<file path="config.mk">
export PLATFORM = sky130hd
export DESIGN_NAME = lru_table
export DESIGN_NICKNAME = d
export VERILOG_FILES = /design/src/verilog/cache_pkg.sv /design/src/verilog/lru_table.sv
export SDC_FILE = /design/constraint.sdc
export NUM_CORES = 1
export LEC_CHECK = 0
export ABC_AREA = 1
export BUFFER_PORTS_ARGS = -buffer_cell sky130_fd_sc_hd__buf_2
export CAP_MARGIN = 20
export CORE_ASPECT_RATIO = 1.1
export CORE_MARGIN = 4
export CORE_UTILIZATION = 30
export CTS_CLUSTER_DIAMETER = 60
export DETAILED_ROUTE_END_ITERATION = 10
export GPL_ROUTABILITY_DRIVEN = 0
export PLACE_DENSITY = 0.49
export SLEW_MARGIN = 20
export SYNTH_ARGS = -nofsm -noshare
export SYNTH_HDL_FRONTEND = slang
export SYNTH_SLANG_ARGS = --single-unit
</file>
<file path="constraint.sdc">
create_clock -name clk -period 1.7 [get_ports clk]
set_input_delay 0 -clock clk [delete_from_list [all_inputs] [get_ports clk]]
set_output_delay 0 -clock clk [all_outputs]
set_load 0.02 [all_outputs]
</file>
<file path="src/verilog/cache_pkg.sv">
`default_nettype none

package cache_pkg;

   // Host and memory words, byte addresses
   typedef logic [15:0] word_t;
   typedef logic [15:0] addr_t;

   // Address fields: tag [15:11], set index [10:3], word [2:1]
   typedef logic [4:0] tag_t;
   typedef logic [7:0] index_t;
   typedef logic [1:0] word_sel_t;

   typedef logic way_t;

   localparam int NUM_SETS = 256;
   localparam int WORDS_PER_LINE = 4;

   // Cycles from a mem_rd strobe to valid mem_rdata
   localparam int MEM_READ_LATENCY = 2;

   typedef enum logic [2:0] {
      idle,
      lookup,
      compare,
      write_back,
      refill_issue,
      refill_wait,
      write_around,
      finish
   } ctrl_state_t;

endpackage

`default_nettype wire

</file>
<file path="src/verilog/lru_table.sv">
`timescale 1ns/1ps
`default_nettype none

module lru_table (
   input  logic             clk,
   input  logic             reset,
   input  cache_pkg::index_t index,
   input  logic             valid0,
   input  logic             valid1,
   input  logic             touch,
   input  cache_pkg::way_t   touched_way,
   output cache_pkg::way_t   victim_way
);

   // One bit per set, naming the least recently used way
   logic [cache_pkg::NUM_SETS-1:0] lru_bits;
   cache_pkg::way_t lru_q;

   always_ff @(posedge clk) begin
      if (reset) begin
         lru_bits <= '0;
         lru_q <= 1'b0;
      end else begin
         if (touch) begin
            lru_bits[index] <= ~touched_way;
         end
         lru_q <= lru_bits[index];
      end
   end

   // Empty ways are filled first, way 0 before way 1
   always_comb begin
      if (!valid0) begin
         victim_way = 1'b0;
      end else if (!valid1) begin
         victim_way = 1'b1;
      end else begin
         victim_way = lru_q;
      end
   end

endmodule

`default_nettype wire

</file>
---- Yosys cells after proc, flatten, opt, wreduce, memory -nomap -nowiden ----
Cells that the tools add are included.
W data, S select, Z words.
word-level totals
  register bits after elaboration ......... 257
  bits of input ports ..................... 14
  output and inout bits ................... 1
  word-level logic and storage cells ...... 13
cells by class
  order comparisons ....................... 2
  mux-type cells .......................... 7
  bitwise operators ....................... 1
  reduce and logical (&&, ||, !) cells .... 1
operator list
  operator              number
  $bwmux W256           1
  $lt A8 B9 Y1 const B  1
  $bmux W1 S8           1
  $demux W1 S8          1
  $ge A8 B1 Y1 const B  1
  $mux W1               4
  $logic_and A1 B1 Y1   1
  $not A1 Y1            1

---- Depth between registers and ports, before layout ----
Gate-level depths: netlist of the first run.
  word-level depth ........................ 5
  depth in mapped cells ................... 18
  mapped depth without buffers ............ 15

---- Least setup slack after synthesis of the first run ----
OpenSTA, ideal clock, no wires.
  path type ............................... input to register
  start ................................... in index[0]
  end ..................................... reg lru_q
  setup time .............................. 128 ps
  data arrival time ....................... 1207 ps
  data required time ...................... 1572 ps
  path slack .............................. 365 ps
  cell stages on the path ................. 18
  path buffers ............................ 3
  cells stage by stage .................... buf_4 -> inv_4 -> buf_4 -> buf_4 -> nand2_1 -> nand2_1 -> nand2_1 -> nand3_1 -> nand2_1 -> nand2_1 -> nor2_1 -> nor2_1 -> nor2_1 -> nand2_1 -> nand2_1 -> nand2_1 -> nor2_1 -> nor2_1
between the ends
  word-level cells in the longest chain between the ends .. 2
RTL lines
  item                           line             text
  start, declared                lru_table.sv:7   input cache_pkg::index_t index,
  $bmux W1 S8                    lru_table.sv:27  lru_q <= lru_bits[index];
  $mux W1 (not written as such)  lru_table.sv:27
  end signal, assigned           lru_table.sv:27
  end, declared                  lru_table.sv:17  cache_pkg::way_t lru_q;
No other way between the ends. The select of a mux whose other input is x is not followed.
A chain may end at the register's enable or synchronous reset.

---- Worst setup path in the final report of the first run ----
  start ................................... reg lru_bits[238] (netlist name)
  end ..................................... reg lru_q
between the ends
  word-level cells in the longest chain between the ends .. 2
RTL lines
  item                             line             text
  start, declared                  lru_table.sv:16  logic [cache_pkg::NUM_SETS-1:0] lru_bits;
  start signal, assigned by index  lru_table.sv:25  lru_bits[index] <= ~touched_way;
  $bmux W1 S8                      lru_table.sv:27
  $mux W1 (not written as such)    lru_table.sv:27
No other way between the ends. The select of a mux whose other input is x is not followed.

==> impl_metrics.yaml, run 1 <==
outcome:
  status: "completed"
final_layout:
  nets: 1846
  antennaDiodeCount: 0
  fillers: 4521
  drive_above_1_share_pct: 13.4
  syn_to_final_growth_pct: 17.7
logic_synthesis:
  synth_top_area_share_pct: 40.1
  synthCells: 1831
  syn_nets: 1845
  ys_types: 25
  ys_seq_elements: 257
  netlist_top_cells_count: "621 x nand2_1, 257 x dfxtp_1, 246 x nor2_1, 163 x a21oi_1, 162 x a311oi_1"
  syn_area_mm2: 0.0128
  ys_seq_area_share_pct: 40.1
  async_flop_share_pct: 0
  synth_edf_count: 0
  yosys-top-cells-area: "dfxtp_1 40%, nand2_1 18%, a311oi_1 11%"
  ys_warn_count: 0
  yosysTopAreaCell: "dfxtp_1"
  yosys_most_used_dff: "dfxtp_1"
  synth_area_per_cell_um2: 7.02
  yosysMostFrequentCell: "nand2_1"
critical_path:
  crit_top_cell: "nand2_1"
  cp_data_arrival_time_ps: 2000
  cp_max_fo: 2
  path_cells: "nand2_1 > nand2_1 > nand2_1 > nand2_1 > nand2_1 > nand2_1 > nor2_1 > nor2_1 > nor2_1 > nand2_1 > nand2_1 > nand2_1 > nor2_1 > nor2_1"
  path_buf_inv: 0
  cp_slowest_cell: "dfxtp_1"
  crit_path_end_kind: "flip-flop"
  start_kind: "flip-flop"
  critPathKind: "flip-flop to flip-flop"
  slowest_delay_ps: 330
  crit_family: "simple AND/OR/NAND/NOR gates"
  critPathRequiredTime_ps: 2150
detailed_routing:
  first_pass_iters: 7
  drt_iter0_markers: 1008
  vias_per_cell: 5.19
  wl_per_cell_um: 19.3
  remaining_drc_errors: 0
  routed_wl_um: 46800
  ant_nets: 0
  dr_total_vias: 12550
placed_design:
  place_hpwl_um: 29100
  dp_slack_ps: -311
  io_buffers: 14
sta:
  fmax_mhz: 648
  tightest_slew_ps: 648
  setup_viol: 0
  hold_violations: 0
  layout_min_cycle_time_ps: 1540
  setup_slack_ps: 156
  rsz0062_at_grt: "no"
  finalCritPeriodShare_pct: 90.8
  fin_tns_setup_ps: 0
  drv_slew: 0
  fin_worst_skew_ps: 9.76
  max_slew_margin_pct: 56.7
floorplanning:
  start_util_pct: 30.4
  num_rows: 79
  design.core.area_mm2: 0.0423
  die_width_um: 205
  die_area_mm2: 0.0462
  die_y_um: 225
  io_pins: 15
clock_tree:
  cts_tree: "built"
  cts-root-buf: "clkbuf_16"
  clk_pin_slew_ps: 60
  clock-sinks: 257
  cts_buffers: 31
  insertion_delay_ps: 570
  clock_path_buffers: 3
  h-tree-depth: 1
  post-cts-setup-buffer-count: 0
global_route:
  grt_usage_pct: 19.8
  antenna_found_initial: 0
  gr-total-overflow: 0
  grt_max_degree: 68
  grt_pass1_vias: 11723
  grt_pass1_wl_um: 72100
worst_hold_path:
  min_path_type: "input pin to flip-flop"
pwr:
  ir_worst_vdd_v: 0.000609
  leakage_nw: 5.80
  power.density_mw_per_mm2: 910
run:
  maxCapViolCount: 0
registers in the layout, summed over array words and instances (netlist names):
signal / flops
lru_q: 1
lru_bits: 256
timing repair:
action | 4_1_cts | 5_1_grt
hold buffers | 4 | 0
hold endpoints to repair | 44 | 0
gates resized for setup | 0 | 0
power by group:
part	internal (W)	total (W)	leakage (nW)	switching, W
combinational	0.000263	0.00106	3.23	0.000799
clock	0.00397	0.00665	0.497	0.00268
sequential	0.00604	0.00604	2.07	0.00000697
total	0.0103	0.0138	5.80	0.00349
per-stage QoR:
stage               instances  instance area (um^2)  utilization (%)  hold WS, ps  total power (W)
floorplan                1831                 12800                -          193          0.00673
global placement         2362                 14100             33.3          281          0.00722
detailed placement       2362                 14100             33.3          293          0.00722
CTS                      2420                 15100             35.7         9.54           0.0139
global route             2420                 15100             35.7         64.4           0.0141
finish                   2420                 15100             35.7         34.7           0.0138
cell families after synthesis:
| group | count (synthesis) | share of synthesized area (%) |
|---|---|---|
| simple gates | 933 | 29.4 |
| compound gates | 421 | 23.0 |
| flops | 257 | 40.1 |
| buf+inv | 220 | 7.59 |
per-layer routing:
metal | wire length (um) | up-vias | part of all wire [%] | GRT usage (%)
li1 | - | 6232 | - | -
met1 | 21500 | 5842 | 46 | 27.8
met2 | 21300 | 395 | 45 | 32.0
met3 | 2540 | 81 | 5.4 | 1.87
met4 | 1500 | 0 | 3.2 | 6.59
met5 | 0 | - | 0 | 0
cell type report:
class                   instances  area [um^2]  area share, %
clock inverters                 7         88.8          0.587
flip-flops and latches        257         5140           34.0
well taps                     567          709           4.69
inverters                      70          265           1.75
multi-input cells            1354         6730           44.5
repair buffers                118         1270           8.39
clock buffers                  47          916           6.06
worst reg2reg max path, cell delays in order (launching register included):
cell,delay (ps)
dfxtp_1,330
nand2_1,80
nand2_1,50
nand2_1,60
nand2_1,50
nand2_1,50
nand2_1,60
nor2_1,210
nor2_1,70
nor2_1,140
nand2_1,80
nand2_1,80
nand2_1,50
nor2_1,80
nor2_1,50
worst paths after layout:
kind	startpoint	to	slack, ps	depth (start not counted)
worst max-delay path	lru_bits[238]	lru_q	160	14
worst max register to register	lru_bits[238]	lru_q	160	14
worst min-delay path	touch	lru_bits[208]	30	6
worst min register to register	lru_bits[144]	lru_bits[144]	490	2
cell usage in the layout (no fill, tap or decap), types with 2 or more instances in the layout:
cell type      instances
nor2_2                19
a311oi_1             162
dfxtp_1              257
a211oi_1              94
nand3_1               20
a21oi_1              163
nor3_2                 2
buf_2                 11
buf_4                 70
nor2_8                 2
clkbuf_8              10
clkbuf_1               8
clkbuf_16             31
dlygate4sd3_1          4
inv_1                 27
nand2_2                3
clkinv_2               4
bufinv_16              2
nand2_1              621
inv_2                 41
buf_12                31
nor2_1               246
nor2_4                19
No activity file was read; power rests on OpenSTA's default activity.
==> run 2: changes to the inputs <==
CAP_MARGIN = default   (was 20)
CELL_PAD_IN_SITES_DETAIL_PLACEMENT = 0   (was default)
CELL_PAD_IN_SITES_GLOBAL_PLACEMENT = 1   (was default)
PLACE_DENSITY = 0.61   (was 0.49)
==> run 2 against run 1 <==
Clock skew is 8.5 ps higher; via count up 0.57%; sequential share of layout area decreased by 0.53 points; combinational power increased by 4%; register-to-register slack improved by 40 ps; core utilization grew 0.57 points; wire length is 4.4% higher; largest cell class unchanged.
==> impl_metrics.yaml, run 2 (synthesized netlist as in run 1, its figures left out) <==
clock_tree:
  cts_tree: "built"
  post-cts-setup-buffer-count: 0
  clock_path_buffers: 3
  clock-sinks: 257
  cts-root-buf: "clkbuf_16"
  h-tree-depth: 2
  insertion_delay_ps: 540
  cts_buffers: 35
  clk_pin_slew_ps: 60
floorplanning:
  die_width_um: 205
  num_rows: 79
  die_y_um: 225
  design.core.area_mm2: 0.0423
  die_area_mm2: 0.0462
  start_util_pct: 30.4
  io_pins: 15
detailed_routing:
  dr_total_vias: 12622
  ant_nets: 0
  wl_per_cell_um: 20.0
  remaining_drc_errors: 0
  drt_iter0_markers: 968
  routed_wl_um: 48900
  first_pass_iters: 5
  vias_per_cell: 5.17
final_layout:
  antennaDiodeCount: 0
  biggestRegsByFlops: "lru_bits x256, lru_q x1"
  layout_common_cells: "621 x nand2_1, 257 x dfxtp_1, 245 x nor2_1, 163 x a21oi_1, 162 x a311oi_1"
  final_common_cell: "nand2_1"
  fillers: 4560
  syn_to_final_growth_pct: 19.6
  regMostFlops: "lru_bits"
  drive_above_1_share_pct: 14.6
  largest_reg_flops: 256
  nets: 1867
  fin_util_pct: 36.3
placed_design:
  io_buffers: 14
  place_hpwl_um: 30600
pwr:
  ir_worst_vdd_v: 0.000517
  finalPower_w: 0.0144
  leakage_nw: 5.92
  power.density_mw_per_mm2: 937
critical_path:
  slowest_delay_ps: 310
  cp_slowest_cell: "dfxtp_1"
  crit_family: "simple AND/OR/NAND/NOR gates"
  reg2reg_slack_ps: 200
  path_cells: "nand2_1 > nand2_1 > nand2_1 > nand2_1 > nand2_1 > nand2_1 > nor2_1 > nor2_1 > nor2_1 > nand2_1 > nand2_1 > nand2_1 > nor2_1 > nor2_1"
  critPathRequiredTime_ps: 2140
  path_buf_inv: 0
  start_kind: "flip-flop"
  crit_top_cell: "nand2_1"
  cp_max_fo: 2
  critPathKind: "flip-flop to flip-flop"
  cp_data_arrival_time_ps: 1940
  crit_path_end_kind: "flip-flop"
sta:
  finalCritPeriodShare_pct: 88.4
  layout_min_cycle_time_ps: 1500
  fin_worst_skew_ps: 18.3
  rsz0062_at_grt: "no"
  setup_viol: 0
  fmax_mhz: 665
  tightest_slew_ps: 1090
  hold_violations: 0
  max_slew_margin_pct: 26.7
  drv_slew: 0
global_route:
  grt_pass1_wl_um: 74900
  grt_max_degree: 82
  gr-total-overflow: 0
  grt_pass1_vias: 11984
  grt_usage_pct: 21.0
  antenna_found_initial: 0
outcome:
  status: "completed"
run:
  maxCapViolCount: 0
worst_hold_path:
  min_path_type: "input pin to flip-flop"
run 2: changes by cell type in the layout (fill, tap and decap cells not counted), sizes merged:
cell         change
buf             +16
clkinvlp         +4
inv              +1
dlygate4sd3      +1
clkinv           +3
clkbuf           -2
run 2: worst paths after layout:
kind | startpoint | end | depth (start not counted)
max | lru_bits[239] | lru_q | 14
min | index[3] | lru_bits[237] | 6
max reg2reg | lru_bits[239] | lru_q | 14
min reg2reg | lru_bits[82] | lru_bits[82] | 2
run 2: final cells by class:
class | instances | area, um^2 | area share, %
clock buffer | 45 | 965 | 6.28
timing repair buffer | 135 | 1390 | 9.02
multi-input combinational | 1354 | 6730 | 43.8
sequential | 257 | 5140 | 33.5
clock inverter | 15 | 160 | 1.04
inverter | 70 | 265 | 1.73
tap | 567 | 709 | 4.62
run 2: where the power goes:
group,internal (W),switching [W],leakage (nW),total (W)
sequential,0.00604,0.00000707,2.07,0.00605
combinational,0.000278,0.000817,3.31,0.00110
clock,0.00434,0.00292,0.542,0.00726
total,0.0107,0.00374,5.92,0.0144
run 2: metrics by stage:
step | setup TNS, ps | cell area (um^2) | hold WS (ps) | worst slack, ps | instances
floorplan | 0 | 12800 | 193 | 365 | 1831
global placement | -677 | 14200 | 282 | -101 | 2378
detailed placement | -1050 | 14200 | 287 | -157 | 2378
CTS | 0 | 15400 | 80.5 | 208 | 2443
global route | 0 | 15400 | 136 | 35.2 | 2443
finish | 0 | 15400 | 115 | 197 | 2443
run 2: timing repair:
| item | CTS | global route |
|---|---|---|
| hold buffers | 5 | 0 |
| endpoints found under the setup margin | 0 | 1 |
| resized for setup | 0 | 1 |
| hold endpoints to repair | 16 | 0 |
run 2: worst reg2reg max path, cell delays in order (launching register included):
cell	delay, ps
dfxtp_1	310
nand2_1	60
nand2_1	50
nand2_1	50
nand2_1	60
nand2_1	50
nand2_1	70
nor2_1	160
nor2_1	70
nor2_1	210
nand2_1	80
nand2_1	60
nand2_1	50
nor2_1	80
nor2_1	40
run 2: metal layers:
metal | global-route usage [%] | share of wire [%]
met1 | 30.2 | 48
met2 | 33.1 | 45
met3 | 2.99 | 4.7
met4 | 5.27 | 2.0
met5 | 0 | 0
