## config.mk

```make
export PLATFORM = sky130hd
export DESIGN_NAME = cache_controller
export DESIGN_NICKNAME = d
export VERILOG_FILES = /design/src/verilog/cache_pkg.sv /design/src/verilog/cache_controller.sv
export SDC_FILE = /design/constraint.sdc
export NUM_CORES = 1
export LEC_CHECK = 0
export ABC_AREA = 1
export BUFFER_PORTS_ARGS = -buffer_cell sky130_fd_sc_hd__buf_2
export CAP_MARGIN = 20
export CORE_MARGIN = 2
export CORE_UTILIZATION = 47
export CTS_CLUSTER_DIAMETER = 30
export CTS_CLUSTER_SIZE = 24
export DETAILED_ROUTE_END_ITERATION = 12
export GPL_TIMING_DRIVEN = 1
export PLACE_DENSITY = 0.82
export SETUP_SLACK_MARGIN = 0.5
export SKIP_CTS_REPAIR_TIMING = 1
export SKIP_LAST_GASP = 1
export SYNTH_ARGS = -nofsm -noshare
export SYNTH_HDL_FRONTEND = slang
export SYNTH_SLANG_ARGS = --single-unit
```

## constraint.sdc

```tcl
create_clock -name clk -period 3.05 [get_ports clk]
set_input_delay 0.61 -clock clk [delete_from_list [all_inputs] [get_ports clk]]
set_output_delay 0.61 -clock clk [all_outputs]
set_load 0.01 [all_outputs]
```

## src/verilog/cache_pkg.sv

```systemverilog
`default_nettype none

package cache_pkg;

   // Host and memory words, byte addresses
   typedef logic [15:0] word_t;
   typedef logic [15:0] addr_t;

   // Address fields: tag [15:11], set index [10:3], word [2:1]
   typedef logic [4:0] tag_t;
   typedef logic [7:0] index_t;
   typedef logic [1:0] word_sel_t;

   typedef logic way_t;

   localparam int NUM_SETS = 256;
   localparam int WORDS_PER_LINE = 4;

   // Cycles from a mem_rd strobe to valid mem_rdata
   localparam int MEM_READ_LATENCY = 2;

   typedef enum logic [2:0] {
      idle,
      lookup,
      compare,
      write_back,
      refill_issue,
      refill_wait,
      write_around,
      finish
   } ctrl_state_t;

endpackage

`default_nettype wire

```

## src/verilog/cache_controller.sv

```systemverilog
`timescale 1ns/1ps
`default_nettype none

module cache_controller (
   input  logic                clk,
   input  logic                reset,
   // Host side
   input  logic                req,
   input  logic                wr,
   input  cache_pkg::addr_t     addr,
   input  cache_pkg::word_t     data_in,
   output logic                done,
   output logic                cache_hit,
   output cache_pkg::word_t     data_out,
   // Memory side
   output logic                mem_rd,
   output logic                mem_wr,
   output cache_pkg::addr_t     mem_addr,
   output cache_pkg::word_t     mem_wdata,
   input  cache_pkg::word_t     mem_rdata,
   // Way controls
   output cache_pkg::index_t    index,
   output cache_pkg::word_sel_t word_sel,
   output logic                way0_write,
   output logic                way1_write,
   output cache_pkg::word_t     way_wdata,
   output logic                way0_fill,
   output logic                way1_fill,
   output cache_pkg::tag_t      fill_tag,
   output logic                way0_mark_dirty,
   output logic                way1_mark_dirty,
   // Way status
   input  cache_pkg::word_t     way0_rdata,
   input  cache_pkg::word_t     way1_rdata,
   input  cache_pkg::tag_t      way0_tag,
   input  cache_pkg::tag_t      way1_tag,
   input  logic                way0_valid,
   input  logic                way1_valid,
   input  logic                way0_dirty,
   input  logic                way1_dirty,
   // LRU
   output logic                touch,
   output cache_pkg::way_t      touched_way,
   input  cache_pkg::way_t      victim_way
);

   cache_pkg::ctrl_state_t state;
   cache_pkg::ctrl_state_t next_state;

   // Latched request
   logic                req_wr;
   cache_pkg::addr_t     req_addr;
   cache_pkg::word_t     req_data;
   cache_pkg::tag_t      req_tag;
   cache_pkg::index_t    req_index;
   cache_pkg::word_sel_t req_word_sel;

   // Miss bookkeeping
   cache_pkg::way_t      victim;
   cache_pkg::tag_t      victim_tag;
   logic [1:0]          cnt;
   cache_pkg::word_sel_t issue_sel;
   cache_pkg::word_t     crit_word;

   // Reads in flight and the word each one returns
   logic [cache_pkg::MEM_READ_LATENCY-1:0] rd_pipe_v;
   cache_pkg::word_sel_t rd_pipe_off [cache_pkg::MEM_READ_LATENCY];
   logic                ret_valid;
   cache_pkg::word_sel_t ret_off;
   logic                last_ret;

   logic                hit0;
   logic                hit1;
   logic                any_hit;
   logic                in_compare;
   logic                victim_dirty;

   assign req_tag = req_addr[15:11];
   assign req_index = req_addr[10:3];
   assign req_word_sel = req_addr[2:1];

   assign hit0 = way0_valid && (way0_tag == req_tag);
   assign hit1 = way1_valid && (way1_tag == req_tag);
   assign any_hit = hit0 || hit1;
   assign in_compare = (state == cache_pkg::compare);
   assign victim_dirty = victim_way ? (way1_valid && way1_dirty) : (way0_valid && way0_dirty);

   // Refill goes critical word first and wraps within the line
   assign issue_sel = req_word_sel + cnt;

   assign ret_valid = rd_pipe_v[cache_pkg::MEM_READ_LATENCY-1];
   assign ret_off = rd_pipe_off[cache_pkg::MEM_READ_LATENCY-1];
   assign last_ret = ret_valid && (ret_off == req_word_sel - 2'd1);

   always_ff @(posedge clk) begin
      if (reset) begin
         state <= cache_pkg::idle;
         cnt <= 2'd0;
      end else begin
         state <= next_state;
         if (state == cache_pkg::write_back || state == cache_pkg::refill_issue) begin
            cnt <= cnt + 2'd1;
         end
      end
   end

   always_ff @(posedge clk) begin
      if (state == cache_pkg::idle && req) begin
         req_wr <= wr;
         req_addr <= addr;
         req_data <= data_in;
      end
      if (in_compare && !any_hit) begin
         victim <= victim_way;
         victim_tag <= victim_way ? way1_tag : way0_tag;
      end
      if (ret_valid && ret_off == req_word_sel) begin
         crit_word <= mem_rdata;
      end
   end

   always_ff @(posedge clk) begin
      if (reset) begin
         rd_pipe_v <= '0;
      end else begin
         rd_pipe_v[0] <= mem_rd;
         for (int i = 1; i < cache_pkg::MEM_READ_LATENCY; i++) begin
            rd_pipe_v[i] <= rd_pipe_v[i-1];
         end
      end
   end

   always_ff @(posedge clk) begin
      rd_pipe_off[0] <= issue_sel;
      for (int i = 1; i < cache_pkg::MEM_READ_LATENCY; i++) begin
         rd_pipe_off[i] <= rd_pipe_off[i-1];
      end
   end

   always_comb begin
      next_state = state;
      case (state)
         cache_pkg::idle: begin
            if (req) begin
               next_state = cache_pkg::lookup;
            end
         end
         cache_pkg::lookup: begin
            next_state = cache_pkg::compare;
         end
         cache_pkg::compare: begin
            if (any_hit) begin
               next_state = cache_pkg::idle;
            end else if (req_wr) begin
               next_state = cache_pkg::write_around;
            end else if (victim_dirty) begin
               next_state = cache_pkg::write_back;
            end else begin
               next_state = cache_pkg::refill_issue;
            end
         end
         cache_pkg::write_back: begin
            if (cnt == 2'd3) begin
               next_state = cache_pkg::refill_issue;
            end
         end
         cache_pkg::refill_issue: begin
            if (cnt == 2'd3) begin
               next_state = cache_pkg::refill_wait;
            end
         end
         cache_pkg::refill_wait: begin
            if (last_ret) begin
               next_state = cache_pkg::finish;
            end
         end
         cache_pkg::write_around: begin
            next_state = cache_pkg::finish;
         end
         default: begin
            next_state = cache_pkg::idle;
         end
      endcase
   end

   // Host outputs
   assign done = (in_compare && any_hit) || (state == cache_pkg::finish);
   assign cache_hit = in_compare && any_hit;
   assign data_out = in_compare ? (hit1 ? way1_rdata : way0_rdata) : crit_word;

   // Memory outputs
   assign mem_rd = (state == cache_pkg::refill_issue);
   assign mem_wr = (state == cache_pkg::write_back) || (state == cache_pkg::write_around);
   assign mem_wdata = (state == cache_pkg::write_back) ?
                      (victim ? way1_rdata : way0_rdata) : req_data;

   always_comb begin
      case (state)
         cache_pkg::write_back:   mem_addr = {victim_tag, req_index, cnt, 1'b0};
         cache_pkg::write_around: mem_addr = req_addr;
         default:                 mem_addr = {req_tag, req_index, issue_sel, 1'b0};
      endcase
   end

   // Write-back reads the ways one word ahead of the strobe
   assign index = req_index;

   always_comb begin
      if (ret_valid) begin
         word_sel = ret_off;
      end else if (in_compare) begin
         word_sel = req_wr ? req_word_sel : 2'd0;
      end else if (state == cache_pkg::write_back) begin
         word_sel = cnt + 2'd1;
      end else begin
         word_sel = req_word_sel;
      end
   end

   assign way_wdata = in_compare ? req_data : mem_rdata;
   assign way0_write = (in_compare && req_wr && hit0) || (ret_valid && !victim);
   assign way1_write = (in_compare && req_wr && hit1) || (ret_valid && victim);
   assign way0_mark_dirty = in_compare && req_wr && hit0;
   assign way1_mark_dirty = in_compare && req_wr && hit1;
   assign way0_fill = last_ret && !victim;
   assign way1_fill = last_ret && victim;
   assign fill_tag = req_tag;

   // Load hits and completed refills refresh the LRU order
   assign touch = (in_compare && any_hit && !req_wr) || last_ret;
   assign touched_way = in_compare ? hit1 : victim;

   no_req_while_busy: assert property (
      @(posedge clk) disable iff (reset) req |-> state == cache_pkg::idle
   );

   one_way_written: assert property (
      @(posedge clk) disable iff (reset) !(way0_write && way1_write)
   );

endmodule

`default_nettype wire

```

After elaboration in Yosys (flattened, before gate mapping)
Memory sizes are Yosys's and may differ from the RTL's.
Index checks and enable logic that the tools add are counted.

word-level totals
  bits in writable memories = 4
  memories kept = 1
  output and inout bits = 91
  flip-flop bits (word level) = 62
  word-level logic and storage cells = 79
  input bits = 99

operators by class
  equal/unequal tests = 16
  $add $sub $neg = 3
  muxes and demuxes = 21
  reductions and logical operators = 29

memory list
  name         words  width  rd ports  clocked after memory_dff  wr ports  RTL line                RTL
  rd_pipe_off  2      2      2         0                         2         cache_controller.sv:67  cache_pkg::word_sel_t rd_pipe_off [cache_pkg::MEM_READ_LATENCY];

operator list
  cell                 number
  $mux 16              5
  $pmux 16 s2          1
  $mux 3               7
  $pmux 3 s7           1
  $logic_and 1x1->1    17
  $eq 3x3->1 const B   4
  $eq 5x5->1           2
  $mux 2               4
  $logic_or 1x1->1     7
  $eq 3x2->1 const B   2
  $mux 5               1
  $eq 2x2->1           2
  $ne 2x1->1 const B   2
  $ne 2x2->1 const B   2
  $reduce_and 4->1     1
  $eq 3x1->1 const B   1
  $logic_not 1->1      3
  $logic_not 3->1      1
  $add 2x1->2 const B  1
  $add 2x2->2          1
  $eq 2x2->1 const B   1
  $mux 1               2
  $sub 2x1->2 const B  1

Logic depth before layout (Yosys ltp)
Gate-level depths: netlist (run 1).

  depth after elaboration = 6
  depth in mapped cells = 11
  depth with buffers taken out = 11

Worst setup path before layout (run 1)
OpenSTA, ideal clock, no wires.

  path kind = register -> register
  from = register req_addr[2]
  to = register crit_word[0] (enable)
  setup time = 0.430 ns
  buffers on the path = 0
  clock period less this slack = 2.651 ns
  cell stages (with the launch flop) = 3
  required time = 2.620 ns
  data arrival time = 2.221 ns
  setup slack = 0.399 ns
  cell sequence = edfxtp_1 -> xor2_1 -> nor4_1

between the ends
  cells in the longest elaborated chain, start to end = 2

ends and longest elaborated chain
  item                    RTL line                 RTL
  from (decl)             cache_controller.sv:52   cache_pkg::addr_t req_addr;
  from (signal assigned)  cache_controller.sv:110  req_addr <= addr;
  $eq 2x2->1              cache_controller.sv:117  if (ret_valid && ret_off == req_word_sel) begin
  $logic_and 1x1->1       cache_controller.sv:117
  to (signal assigned)    cache_controller.sv:118  crit_word <= mem_rdata;
  to (decl)               cache_controller.sv:63   cache_pkg::word_t crit_word;

Every way passes these cells.
A chain may end at the register's enable or synchronous reset.

Worst setup path after layout (run 1)
  from = register req_addr[13]
  to = output data_out[2]

between the ends
  cells in the longest elaborated chain, start to end = 4

ends and longest elaborated chain
  item                   RTL line                 RTL
  $eq 5x5->1             cache_controller.sv:83   assign hit1 = way1_valid && (way1_tag == req_tag);
  $logic_and 1x1->1      cache_controller.sv:83
  $mux 16 (2 in series)  cache_controller.sv:189  assign data_out = in_compare ? (hit1 ? way1_rdata : way0_rdata) : crit_word;
  to (decl)              cache_controller.sv:14   output cache_pkg::word_t data_out,

Every way passes these cells.

==> results by stage, run 1 <==
Setup path:
- Walking the worst path, the cells encountered are inv_2 > nand2_1 > o21ai_1 > nor2_1 > nand3_2 > buf_12 > a21oi_1 > o21ai_1 > o21a_1 > buf_2.
- Along the worst path, the maximum fanout reaches 38.
- The category of the most critical setup path is reg2out.
- The worst setup path is captured at a primary output.
- Together, buffers and inverters on the worst path number 3.
- The library cell appearing most often on the critical path is sky130_fd_sc_hd__o21ai_1.
- The slowest stage of the critical path belongs to the cell sky130_fd_sc_hd__edfxtp_1.
- The maximum cell stage delay along the critical path is 440 ps.
- STA puts the critical path data arrival time at 1880 ps.
- The cell family with the largest share of critical-path delay is buffers and inverters.
- The data required time at the worst endpoint is 2440 ps.
- The worst setup path is launched from a register.

Synth:
- The yosys synthesis warning count is 0.
- The post-synth net total is 552.
- Averaged over all synthesized cells, the footprint is 8.53 um2.
- The cell area after technology mapping is 3840 um2.
- The register bit total from synthesis is 66.
- The count of cell types in the netlist is 38.
- The number of standard cells after synthesis is 451.
- Of the synthesized area, sequential elements account for 0.487.

Clock tree:
- No sink is reached through more buffers than the 2 on the longest clock path.
- TritonCTS created 9 clock buffers.
- The CTS root buffer is sky130_fd_sc_hd__clkbuf_8.
- TritonCTS built the clock tree.
- Clock latency on the worst-skew pair, taken at its later pin, is 340 ps.
- CTS built an H-tree with a depth of 3.
- The number of sinks on the clock net is 66.
- Clock-pin slew was measured on the worst setup and hold paths at 70 ps.

Layout:
- Once layout is complete, the cells apart from fillers number 727.
- The ratio of cells with drive above 1 in the final layout is 0.411.
- The number of antenna cells inserted is 0.
- The net count of the finished layout is 721.
- Relative to the synthesized area, the layout overhead comes to 29.6%.

GRT:
- The initial antenna violation count is 0.
- The number of global-route vias before repair is 3505.
- Entering global routing, the biggest net connects 39 pins.
- The overflow left after global routing is 0.
- The wire length of the first global-routing pass is 15700 um.
- For this run, the total global-route usage over all layers was measured as 0.229.

Timing:
- The ratio of final minimum period to clock period is 0.816.
- On the final layout, the worst clock skew is 7.50 ps.
- For the final routed database, the setup TNS stands at 0 ps.
- The slew at the pin closest to its max-slew limit is 489 ps.
- The count of endpoints failing hold in the final timing report is 0.
- Derived from the worst setup path, the maximum achievable clock frequency is 0.402 GHz.
- Setup violations remaining at the end of the flow were counted as 0.
- Setup repair after global routing could not meet its margin everywhere.
- The final max-slew violation count is 0.
- The time the final worst path needs with I/O delays and setup is 2490 ps.
- In the post-route analysis, the smallest setup slack over all paths is 561 ps.
- The relative slew slack is 0.673.

Floorplanning:
- The number of primary I/O pins is 190.
- In this run the core area contains 32 standard-cell rows.
- The floorplan step set the die height to 94.4 um.
- The standard cell core area is 7810 um2.
- The initial standard-cell utilization of the core is 0.492.
- In this run the horizontal extent of the chip is 94.4 um.
- The area enclosed by the die boundary is 8920 um2.

Place:
- The number of placed instances with taps included is 709.
- The final RePlAce weighted congestion is 0.872.
- The number of buffers inserted by port buffering is 189.
- Detailed placement ended at an HPWL of 7850 um.
- At the placement stage, the worst setup path has a slack of 551 ps.

Routing:
- The final route contains 3744 vias.
- Dividing the detail-routed wire length by the instance count gives 14.6 um.
- The first-pass iteration count of the detailed router is 5.
- The vias per cell is 5.15.
- The final layout contains routed wiring with a total length of 10600 um.
- After detailed routing, the number of remaining DRC violations is 0.
- Once detail routing completed, the nets flagged for antenna violations numbered 0.
- The DRC marker count from the first detailed-route iteration is 178.

Power and ir drop:
- The total leakage power is 2.40 nW.
- The cell area power density is 689 nW/um2.
- The peak supply drop is 0.000386 V.

Worst hold path:
- The class of the worst hold path is reg2reg.

Flow run:
- The number of maximum-capacitance constraint violations is 0.

Status:
- The flow ran to the end, and the final reports show no timing, DRC or antenna violations.
==> Yosys cell counts, drive strengths merged <==
| cell type | count | share of area |
|---|---|---|
| a211oi | 1 | 0.0020 |
| a21oi | 22 | 0.041 |
| a22oi | 1 | 0.0020 |
| a31oi | 1 | 0.0016 |
| buf | 32 | 0.061 |
| clkbuf | 9 | 0.0088 |
| clkinv | 1 | 0.00098 |
| dfxtp | 11 | 0.057 |
| edfxtp | 55 | 0.43 |
| ha | 2 | 0.0065 |
| inv | 67 | 0.065 |
| nand2 | 99 | 0.10 |
| nand3 | 4 | 0.0065 |
| nand4 | 2 | 0.0033 |
| nor2 | 33 | 0.035 |
| nor3 | 1 | 0.0013 |
| nor4 | 1 | 0.0016 |
| o211ai | 19 | 0.037 |
| o21a | 17 | 0.033 |
| o21ai | 65 | 0.086 |
| o21bai | 1 | 0.0020 |
| o22ai | 2 | 0.0033 |
| or2 | 1 | 0.0016 |
| xnor2 | 2 | 0.0046 |
| xor2 | 2 | 0.0046 |
==> cell families after synthesis <==
logic type,after synthesis,synth area share
AO/OA/AOI/OAI,129,0.208
XOR/XNOR,4,0.00911
adder cells (fa/ha/maj),2,0.00651
buffers and inverters,109,0.136
flip-flops,66,0.487
AND/OR/NAND/NOR,141,0.154
==> flip-flops by register name (all words and copies together), names as in the netlist <==
name         cells
crit_word       16
req_addr        16
req_data        16
victim_tag       5
rd_pipe_off      4
state            3
cnt              2
rd_pipe_v        2
req_wr           1
victim           1
==> through the flow <==
step	utilization	instance area (um2)	hold WS, ps	power, mW
after floorplan	-	3850	310	2.29
final	0.638	4980	341	3.44
after CTS	0.629	4910	339	3.42
after global placement	0.608	4750	311	2.74
after detailed placement	0.608	4750	323	2.78
after global routing	0.638	4980	339	3.66
==> layout by cell type, fill, tap and decap left out, types with 3 or more instances in the layout <==
| cell type | synthesis | routed |
|---|---|---|
| sky130_fd_sc_hd__o21ai_0 | 34 | 34 |
| sky130_fd_sc_hd__nor2_1 | 30 | 26 |
| sky130_fd_sc_hd__clkbuf_8 | 0 | 10 |
| sky130_fd_sc_hd__o21ai_1 | 30 | 29 |
| sky130_fd_sc_hd__inv_2 | 7 | 7 |
| sky130_fd_sc_hd__nand2_2 | 2 | 4 |
| sky130_fd_sc_hd__o21a_1 | 17 | 17 |
| sky130_fd_sc_hd__nor2_2 | 2 | 5 |
| sky130_fd_sc_hd__a21oi_1 | 11 | 10 |
| sky130_fd_sc_hd__o211ai_1 | 19 | 19 |
| sky130_fd_sc_hd__dfxtp_2 | 0 | 3 |
| sky130_fd_sc_hd__edfxtp_1 | 55 | 55 |
| sky130_fd_sc_hd__nand2_4 | 3 | 3 |
| sky130_fd_sc_hd__clkinv_2 | 0 | 3 |
| sky130_fd_sc_hd__inv_1 | 60 | 59 |
| sky130_fd_sc_hd__a21oi_2 | 10 | 11 |
| sky130_fd_sc_hd__nand3_2 | 1 | 3 |
| sky130_fd_sc_hd__buf_4 | 23 | 7 |
| sky130_fd_sc_hd__nand2_1 | 94 | 92 |
| sky130_fd_sc_hd__dfxtp_1 | 11 | 8 |
| sky130_fd_sc_hd__buf_2 | 4 | 189 |
==> final timing paths <==
path / to / slack, ps / from / cells past startpoint
setup / recovery: data_out[2] / 560 / req_addr[13]$_DFFE_PP_ / 10
hold / removal: rd_pipe_off[0][2]$_DFF_P_ / 340 / rd_pipe_off[0][0]$_DFF_P_ / 0
setup reg to reg: victim_tag[2]$_DFFE_PP_ / 1120 / req_addr[13]$_DFFE_PP_ / 8
hold reg to reg: rd_pipe_off[0][2]$_DFF_P_ / 340 / rd_pipe_off[0][0]$_DFF_P_ / 0
==> metal layers <==
layer | up-vias | GRT usage | share of wire
li1 | 1816 | - | -
met1 | 1715 | 0.267 | 0.40
met2 | 192 | 0.415 | 0.49
met3 | 21 | 0.0407 | 0.087
met4 | 0 | 0.0918 | 0.024
met5 | - | 0 | 0
==> final cells by class <==
| class | count | area [um2] |
|---|---|---|
| multi-input cells | 276 | 1500 |
| clock inverters | 4 | 18.8 |
| fillers | 657 | 2820 |
| well taps | 102 | 128 |
| inverters | 68 | 265 |
| clock buffers | 12 | 145 |
| flip-flops and latches | 66 | 1880 |
| repair buffers | 199 | 1050 |
==> worst reg2reg max path, delay by kind of cell, from the launching register on <==
kind	cells	cell delay (ps)
flip-flops	1	440
AND/OR/NAND/NOR	5	720
AO/OA/AOI/OAI	1	90
buffers and inverters	2	320
==> power breakdown <==
group / internal, mW / switching, mW / total (mW) / leakage (nW)
combinational: 0.564 / 0.923 / 1.49 / 1.70
clock: 0.311 / 0.320 / 0.631 / 0.0876
sequential: 1.21 / 0.111 / 1.32 / 0.605
total: 2.08 / 1.35 / 3.44 / 2.40
No activity file was read; power rests on OpenSTA's default activity.
==> run 2, diff against run 1 <==
- CORE_UTILIZATION: 47 -> 42
- PLACE_DENSITY: 0.82 -> 0.77
- clock period: 3.05 -> 2 ns (I/O delays scaled with it)
==> run 2 against run 1 <==
Effect of this change: the flow now finishes with violations (setup timing); power rose by 83%; via count increased by 5.4%; count of clock-buffer cells in the layout grew 4; clock power up 84%; worst setup slack got worse by 870 ps; hold slack worse by 110 ps; final area rose by 20%; register-to-register slack got worse by 840 ps; critical endpoint is now data_out[10]; largest power group unchanged.
==> results by stage, run 2 (same netlist as run 1, synthesis figures left out) <==
Clock tree:
- The maximum buffer depth of the clock tree came to 2 (unchanged).
- The CTS root buffer is sky130_fd_sc_hd__clkbuf_8 (unchanged).
- The number of sinks on the clock net came to 66 (unchanged).
- The clock tree from TritonCTS is yes (unchanged).
- The clock transition at the register clock pins on the worst setup and hold paths after CTS came to 80 ps (was 70 ps).
- The total clock buffers created by CTS came to 9 (unchanged).
- The source-to-sink clock delay at the later pin of the worst-skew pair is 330 ps (was 340 ps).
- The deepest level of the CTS H-tree is 3 (unchanged).

Layout:
- The area added between synthesis and finish is 56.1% (was 29.6%).
- The ratio of cells with drive above 1 in the final layout is 0.552 (was 0.411).
- The number of antenna cells inserted came to 0 (unchanged).
- The number of fill cells was 688 (was 657).
- The design area came to 6000 um2 (was 4980 um2).
- Largest registers ranked by flip-flop count: crit_word (16), req_addr (16), req_data (16) (unchanged).
- Highest-count cells in the layout ignoring fill and taps: sky130_fd_sc_hd__buf_2 (179), sky130_fd_sc_hd__nand2_1 (83), sky130_fd_sc_hd__edfxtp_1 (55), sky130_fd_sc_hd__inv_1 (54) (was sky130_fd_sc_hd__buf_2 (189), sky130_fd_sc_hd__nand2_1 (92), sky130_fd_sc_hd__inv_1 (59), sky130_fd_sc_hd__edfxtp_1 (55), sky130_fd_sc_hd__o21ai_0 (34)).
- The final layout net count is 763 (was 721).
- The commonest non-fill, non-tap cell in the layout is sky130_fd_sc_hd__buf_2 (unchanged).

Setup path:
- The data required time at the worst endpoint is 1600 ps (was 2440 ps).
- The type of destination of the critical path is a primary output (unchanged).
- The maximum cell stage delay along the critical path came to 460 ps (was 440 ps).
- The category of the most critical setup path is reg2out (unchanged).
- The arrival time reported for the critical path endpoint is 1910 ps (was 1880 ps).
- The cell with the largest stage delay on the worst path is sky130_fd_sc_hd__edfxtp_1 (unchanged).
- The kind of start point of the critical path is a register (unchanged).
- The maximum fanout along the worst path is 21 (was 38).
- Critical path, cell by cell: inv_2 > nand2_2 > a21oi_4 > nand3_4 > buf_12 > a21oi_2 > o21ai_1 > o21a_1 > buf_2 (was inv_2 > nand2_1 > o21ai_1 > nor2_1 > nand3_2 > buf_12 > a21oi_1 > o21ai_1 > o21a_1 > buf_2).

Floorplanning:
- The initial standard-cell utilization of the core is 0.437 (was 0.492).
- The width of the die is 99.7 um (was 94.4 um).
- The standard cell core area is 8810 um2 (was 7810 um2).
- The number of primary I/O pins is 190 (unchanged).
- The floorplan row count is 34 (was 32).
- The die outline height is 99.7 um (was 94.4 um).
- The area enclosed by the die boundary came to 9940 um2 (was 8920 um2).

GRT:
- The initial antenna violation count is 0 (unchanged).
- The pin count of the biggest net entering global routing was 31 (was 39).
- The overflow left after global routing was 0 (unchanged).
- The overall fraction of global-route tracks in use came to 0.215 (was 0.229).
- The wire length of the first global-routing pass is 16900 um (was 15700 um).
- The number of global-route vias before repair is 3570 (was 3505).

Timing:
- The highest attainable clock frequency is 0.433 GHz.
- The count of endpoints failing hold in the final timing report came to 0 (unchanged).
- Setup repair after global routing missed its margin: true (unchanged).
- The routed design could run at a clock period as short as 2310 ps.
- The final count of negative-setup-slack endpoints is 42 (was 0).
- The final max-slew violation count was 0 (unchanged).
- The largest clock skew in the final design is 10.8 ps (was 7.50 ps).
- The slew at the pin closest to its max-slew limit came to 337 ps (was 489 ps).
- The final setup slack of the worst path is -310 ps (was 561 ps).
- In the finished design, the share of the clock period the worst path needs comes to 1.15.
- The tightest hold margin is 229 ps (was 341 ps).
- The relative slew slack is 0.775 (was 0.673).

Status:
- The final reports fail on setup timing.
- Status: finished, violations left (was complete, no violations).

Place:
- The final RePlAce weighted congestion is 0.832 (was 0.872).
- The pre-CTS setup slack is -5.21 ps (was 551 ps).
- The half-perimeter wire length after detailed placement is 8460 um (was 7850 um).
- The number of buffers inserted by port buffering is 189 (unchanged).
- The total placed instance area is 5050 um2 (was 4750 um2).

Routing:
- The routed wire length per instance is 15.8 um (was 14.6 um).
- The final routed wirelength across all metal layers was 12200 um (was 10600 um).
- The first-pass iteration count of the detailed router is 4 (was 5).
- The vias per cell is 5.09 (was 5.15).
- The total DRC errors in the routed layout is 0 (unchanged).
- The total via count in the routed design is 3946 (was 3744).
- The number of antenna-violating nets in the routed design is 0 (unchanged).
- The DRC marker count from the first detailed-route iteration is 131 (was 178).

Power and ir drop:
- The cell area power density was 1050 nW/um2 (was 689 nW/um2).
- The total leakage power is 2.79 nW (was 2.40 nW).
- The peak supply drop is 0.000840 V (was 0.000386 V).

Flow run:
- The number of maximum-capacitance constraint violations is 0 (unchanged).

Worst hold path:
- The class of the worst hold path is in2reg (was reg2reg).
[run 2: cell types whose count changed in the layout (fill, tap and decap cells not counted), moves of 5 or more]
cell and delta:
sky130_fd_sc_hd__buf_12 +5, sky130_fd_sc_hd__buf_2 -10, sky130_fd_sc_hd__buf_4 +22, sky130_fd_sc_hd__buf_6 +20, sky130_fd_sc_hd__clkbuf_16 +7, sky130_fd_sc_hd__inv_1 -5, sky130_fd_sc_hd__nand2_1 -9, sky130_fd_sc_hd__nand2_2 +6
sky130_fd_sc_hd__nor2_1 -13, sky130_fd_sc_hd__nor2_4 +12, sky130_fd_sc_hd__o21ai_0 -27, sky130_fd_sc_hd__o21ai_2 +27
[run 2: routing by layer]
layer	global-route usage	up-vias	share of wire
li1	-	1911	-
met1	0.270	1817	0.41
met2	0.373	189	0.49
met3	0.0534	29	0.078
met4	0.0506	0	0.022
met5	0	-	0
[run 2: critical path: cells and delay by family, from the launching register on]
family | cells | cell delay (ps)
AO/OA/AOI/OAI | 4 | 440
flip-flops | 1 | 460
buffers and inverters | 3 | 440
AND/OR/NAND/NOR | 2 | 220
[run 2: final timing paths]
check / slack [ps] / cells after the start / to / startpoint
worst max-delay path: -310 / 9 / data_out[10] / req_addr[15]$_DFFE_PP_
worst max register to register: 280 / 11 / state[1]$_SDFFE_PP0P_ / req_addr[1]$_DFFE_PP_
worst min register to register: 330 / 0 / rd_pipe_off[0][3]$_DFF_P_ / rd_pipe_off[0][1]$_DFF_P_
worst min-delay path: 230 / 1 / req_addr[13]$_DFFE_PP_ / addr[13]
[run 2: area by class of cell]
| cell class | count | area (um2) | share of cell area |
|---|---|---|---|
| Clock buffer | 16 | 213 | 0.0354 |
| Tap cell | 108 | 135 | 0.0225 |
| Timing Repair Buffer | 241 | 1620 | 0.269 |
| Sequential cell | 66 | 1880 | 0.314 |
| Multi-Input combinational cell | 276 | 1870 | 0.311 |
| Inverter | 68 | 285 | 0.0475 |
[run 2: per-stage QoR]
step / instances / TNS, ps / util / power (mW)
2_1_floorplan: 451 / 0 / - / 3.75
3_3_place_gp: 722 / -127 / 0.574 / 4.50
3_5_place_dp: 722 / -5.76 / 0.574 / 4.56
4_1_cts: 738 / -8010 / 0.598 / 5.73
5_1_grt: 775 / -11330 / 0.681 / 6.64
6_report: 775 / -6340 / 0.681 / 6.27
[run 2: power by group]
part,internal [mW],switching (mW),total (mW)
sequential,1.85,0.202,2.05
clock,0.672,0.487,1.16
combinational,1.32,1.75,3.06
total,3.84,2.44,6.27
==> run 3, diff against run 2 <==
- PLACE_DENSITY: 0.77 -> 0.88
==> run 3 against run 2 <==
Effect of this change: the flow still finishes with violations (setup timing); final cell count up 1.8%; sequential power barely moved; die area unchanged; combinational power up 9.2%; largest power group unchanged.
==> results by stage, run 3 (same netlist as run 1, synthesis figures left out) <==
Status:
- Status: finished, violations left (unchanged).
- Violated checks: setup timing (unchanged).

Layout:
- Largest registers ranked by flip-flop count: crit_word (16), req_addr (16), req_data (16) (unchanged).
- The multi-input logic area came to 1900 um2 (was 1870 um2).
- The ratio of cells with drive above 1 in the final layout is 0.575 (was 0.552).
- The final layout net count is 776 (was 763).
- The area added between synthesis and finish is 62.2% (was 56.1%).
- Highest-count cells in the layout ignoring fill and taps: sky130_fd_sc_hd__buf_2 (186), sky130_fd_sc_hd__nand2_1 (72), sky130_fd_sc_hd__edfxtp_1 (55), sky130_fd_sc_hd__inv_1 (53) (was sky130_fd_sc_hd__buf_2 (179), sky130_fd_sc_hd__nand2_1 (83), sky130_fd_sc_hd__edfxtp_1 (55), sky130_fd_sc_hd__inv_1 (54)).
- The register cell area after layout came to 1880 um2 (about the same).
- The commonest non-fill, non-tap cell in the layout is sky130_fd_sc_hd__buf_2 (unchanged).
- The final core area utilization is 0.708 (was 0.681).
- The number of fill cells was 616 (was 688).

Timing:
- The count of endpoints failing hold in the final timing report is 0 (unchanged).
- The relative slew slack is 0.743 (was 0.775).
- The tightest hold margin is 221 ps (was 229 ps).
- The final setup slack of the worst path is -377 ps (was -310 ps).
- The time the final worst path needs with I/O delays and setup is 2380 ps (was 2310 ps).
- The final max-slew violation count is 0 (unchanged).
- The largest clock skew in the final design is 8.97 ps (was 10.8 ps).
- Setup repair after global routing missed its margin: true (unchanged).
- The slew at the pin closest to its max-slew limit came to 385 ps (was 337 ps).
- The final count of negative-setup-slack endpoints is 34 (was 42).
- The ratio of final minimum period to clock period is 1.19 (was 1.15).
- The highest attainable clock frequency was 0.421 GHz (was 0.433 GHz).

Worst hold path:
- The terminating pin of the worst hold path is req_addr[3]$_DFFE_PP_ (was req_addr[13]$_DFFE_PP_).
- The startpoint of the most critical hold path is addr[3] (was addr[13]).
- The class of the worst hold path is in2reg (unchanged).
- The number of cells traversed by the worst hold path is 1 (unchanged).

Floorplanning:
- The floorplan row count came to 34 (unchanged).
- The width of the die is 99.7 um (unchanged).
- The number of primary I/O pins is 190 (unchanged).
- The standard cell core area is 8810 um2 (unchanged).
- The area enclosed by the die boundary came to 9940 um2 (unchanged).
- The initial standard-cell utilization of the core is 0.437 (unchanged).
- The die outline height is 99.7 um (unchanged).

Setup path:
- The data required time at the worst endpoint is 1600 ps (about the same).
- The maximum fanout along the worst path is 8 (was 21).
- The destination of the worst register-to-register timing path is state[2]$_SDFFE_PP0P_ (was state[1]$_SDFFE_PP0P_).
- Critical path, cell by cell: inv_2 > o21ai_1 > nor2_2 > nand3_4 > clkbuf_16 > a21oi_2 > o21ai_1 > o21a_1 > buf_2 (was inv_2 > nand2_2 > a21oi_4 > nand3_4 > buf_12 > a21oi_2 > o21ai_1 > o21a_1 > buf_2).
- The number of buffer and inverter instances along the worst setup path is 3 (unchanged).
- The library cell appearing most often on the critical path is sky130_fd_sc_hd__o21ai_1.
- The category of the most critical setup path is reg2out (unchanged).
- The arrival time reported for the critical path endpoint is 1980 ps (was 1910 ps).
- The minimum setup slack among reg-to-reg paths is 210 ps (was 280 ps).
- The cell family with the largest share of critical-path delay is buffers and inverters (was flip-flops).
- The cell with the largest stage delay on the worst path is sky130_fd_sc_hd__edfxtp_1 (unchanged).
- The worst reg2reg path depth is 13 (was 11).
- The kind of start point of the critical path is a register (unchanged).
- The maximum cell stage delay along the critical path is 440 ps (was 460 ps).
- The type of destination of the critical path is a primary output (unchanged).
- The critical register-to-register path startpoint was req_addr[1]$_DFFE_PP_ (unchanged).

Routing:
- The number of antenna-violating nets in the routed design is 0 (unchanged).
- The final routed wirelength across all metal layers is 14000 um (was 12200 um).
- The routed wire length per instance came to 17.7 um (was 15.8 um).
- The total DRC errors in the routed layout was 0 (unchanged).
- The DRC marker count from the first detailed-route iteration was 249 (was 131).
- The total via count in the routed design is 4251 (was 3946).
- The vias per cell is 5.39 (was 5.09).
- The first-pass iteration count of the detailed router is 5 (was 4).

Power and ir drop:
- The peak supply drop is 0.000985 V (was 0.000840 V).
- The share of total power consumed by net switching was 0.393 (was 0.388).
- The relative contribution of combinational cells to total power is 0.496 (was 0.488).
- The cell area power density is 1080 nW/um2 (was 1050 nW/um2).
- The share of power burned in registers is 0.306 (was 0.327).
- The share of power burned in the clock network came to 0.198 (was 0.185).
- The total leakage power is 2.91 nW (was 2.79 nW).
- The switching power is 2.65 mW (was 2.44 mW).
- The internal power component is 4.08 mW (was 3.84 mW).

Clock tree:
- The total clock buffers created by CTS came to 9 (unchanged).
- The number of sinks on the clock net was 66 (unchanged).
- The CTS root buffer was sky130_fd_sc_hd__clkbuf_8 (unchanged).
- The clock transition at the register clock pins on the worst setup and hold paths after CTS is 80 ps (about the same).
- The maximum buffer depth of the clock tree is 2 (unchanged).
- The source-to-sink clock delay at the later pin of the worst-skew pair is 350 ps (was 330 ps).
- The deepest level of the CTS H-tree is 3 (unchanged).
- The clock tree from TritonCTS is yes (unchanged).

Place:
- The pre-CTS setup slack is -17.1 ps (was -5.21 ps).
- The number of buffers inserted by port buffering is 189 (unchanged).
- The final RePlAce weighted congestion is 0.856 (was 0.832).
- The half-perimeter wire length after detailed placement is 8230 um (was 8460 um).

GRT:
- The overall fraction of global-route tracks in use is 0.218 (was 0.215).
- The overflow left after global routing was 0 (unchanged).
- The number of global-route vias before repair is 3704 (was 3570).
- The wire length of the first global-routing pass is 17000 um (was 16900 um).
- The pin count of the biggest net entering global routing was 35 (was 31).
- The initial antenna violation count came to 1 (was 0).

Flow run:
- The number of maximum-capacitance constraint violations was 0 (unchanged).
==> run 3: how the worst max path moves through the flow <==
stage	cells past startpoint	to	from
after floorplan	8	data_out[0]	req_addr[15]$_DFFE_PP_
after global placement	11	data_out[14]	way1_tag[1]
after detailed placement	11	data_out[1]	way1_tag[3]
after CTS	10	data_out[1]	req_addr[11]$_DFFE_PP_
after global routing	9	data_out[5]	req_addr[15]$_DFFE_PP_
final	9	data_out[5]	req_addr[11]$_DFFE_PP_
==> run 3: final cells by class <==
type,count,share of cell area
Timing Repair Buffer,253,0.284
Inverter,68,0.0467
Antenna cell,1,0.000401
Clock inverter,4,0.00823
Multi-Input combinational cell,276,0.305
Sequential cell,66,0.302
Timing Repair inverter,1,0.00140
Tap cell,108,0.0217
Clock buffer,12,0.0301
==> run 3: per-stage QoR <==
step / instances / TNS (ps) / area [um2] / total power [mW]
floorplan: 451 / 0 / 4100 / 3.75
global placement: 720 / 0 / 5030 / 4.44
detailed placement: 720 / -26.2 / 5030 / 4.54
CTS: 736 / -7970 / 5270 / 5.87
global route: 788 / -11630 / 6230 / 7.08
finish: 789 / -7060 / 6240 / 6.73
==> run 3: power by group through the flow <==
stage	clock, mW	sequential [mW]	combinational, mW
after floorplan	0	2.00	1.75
after global placement	0	2.03	2.42
after detailed placement	0	2.04	2.49
after CTS	1.34	2.02	2.51
after global routing	1.41	2.09	3.58
final	1.33	2.06	3.34
==> run 3: worst register-to-register path: stages (launching register included) <==
cell and delay (ps):
sky130_fd_sc_hd__edfxtp_1 440, sky130_fd_sc_hd__buf_4 150, sky130_fd_sc_hd__buf_6 100, sky130_fd_sc_hd__inv_6 40, sky130_fd_sc_hd__nor2_4 120, sky130_fd_sc_hd__nor2_2 60, sky130_fd_sc_hd__nor2_2 140, sky130_fd_sc_hd__nand3_4 130
sky130_fd_sc_hd__buf_6 140, sky130_fd_sc_hd__nand2_2 60, sky130_fd_sc_hd__nand2_4 70, sky130_fd_sc_hd__o21ai_2 130, sky130_fd_sc_hd__inv_1 70, sky130_fd_sc_hd__nor2_1 90
==> run 3: per-layer routing <==
layer / part of all wire / vias up / track usage
met5: 0 / - / 0
met3: 0.086 / 36 / 0.0555
met4: 0.024 / 0 / 0.0780
met1: 0.39 / 2009 / 0.248
met2: 0.50 / 270 / 0.394
li1: - / 1936 / -
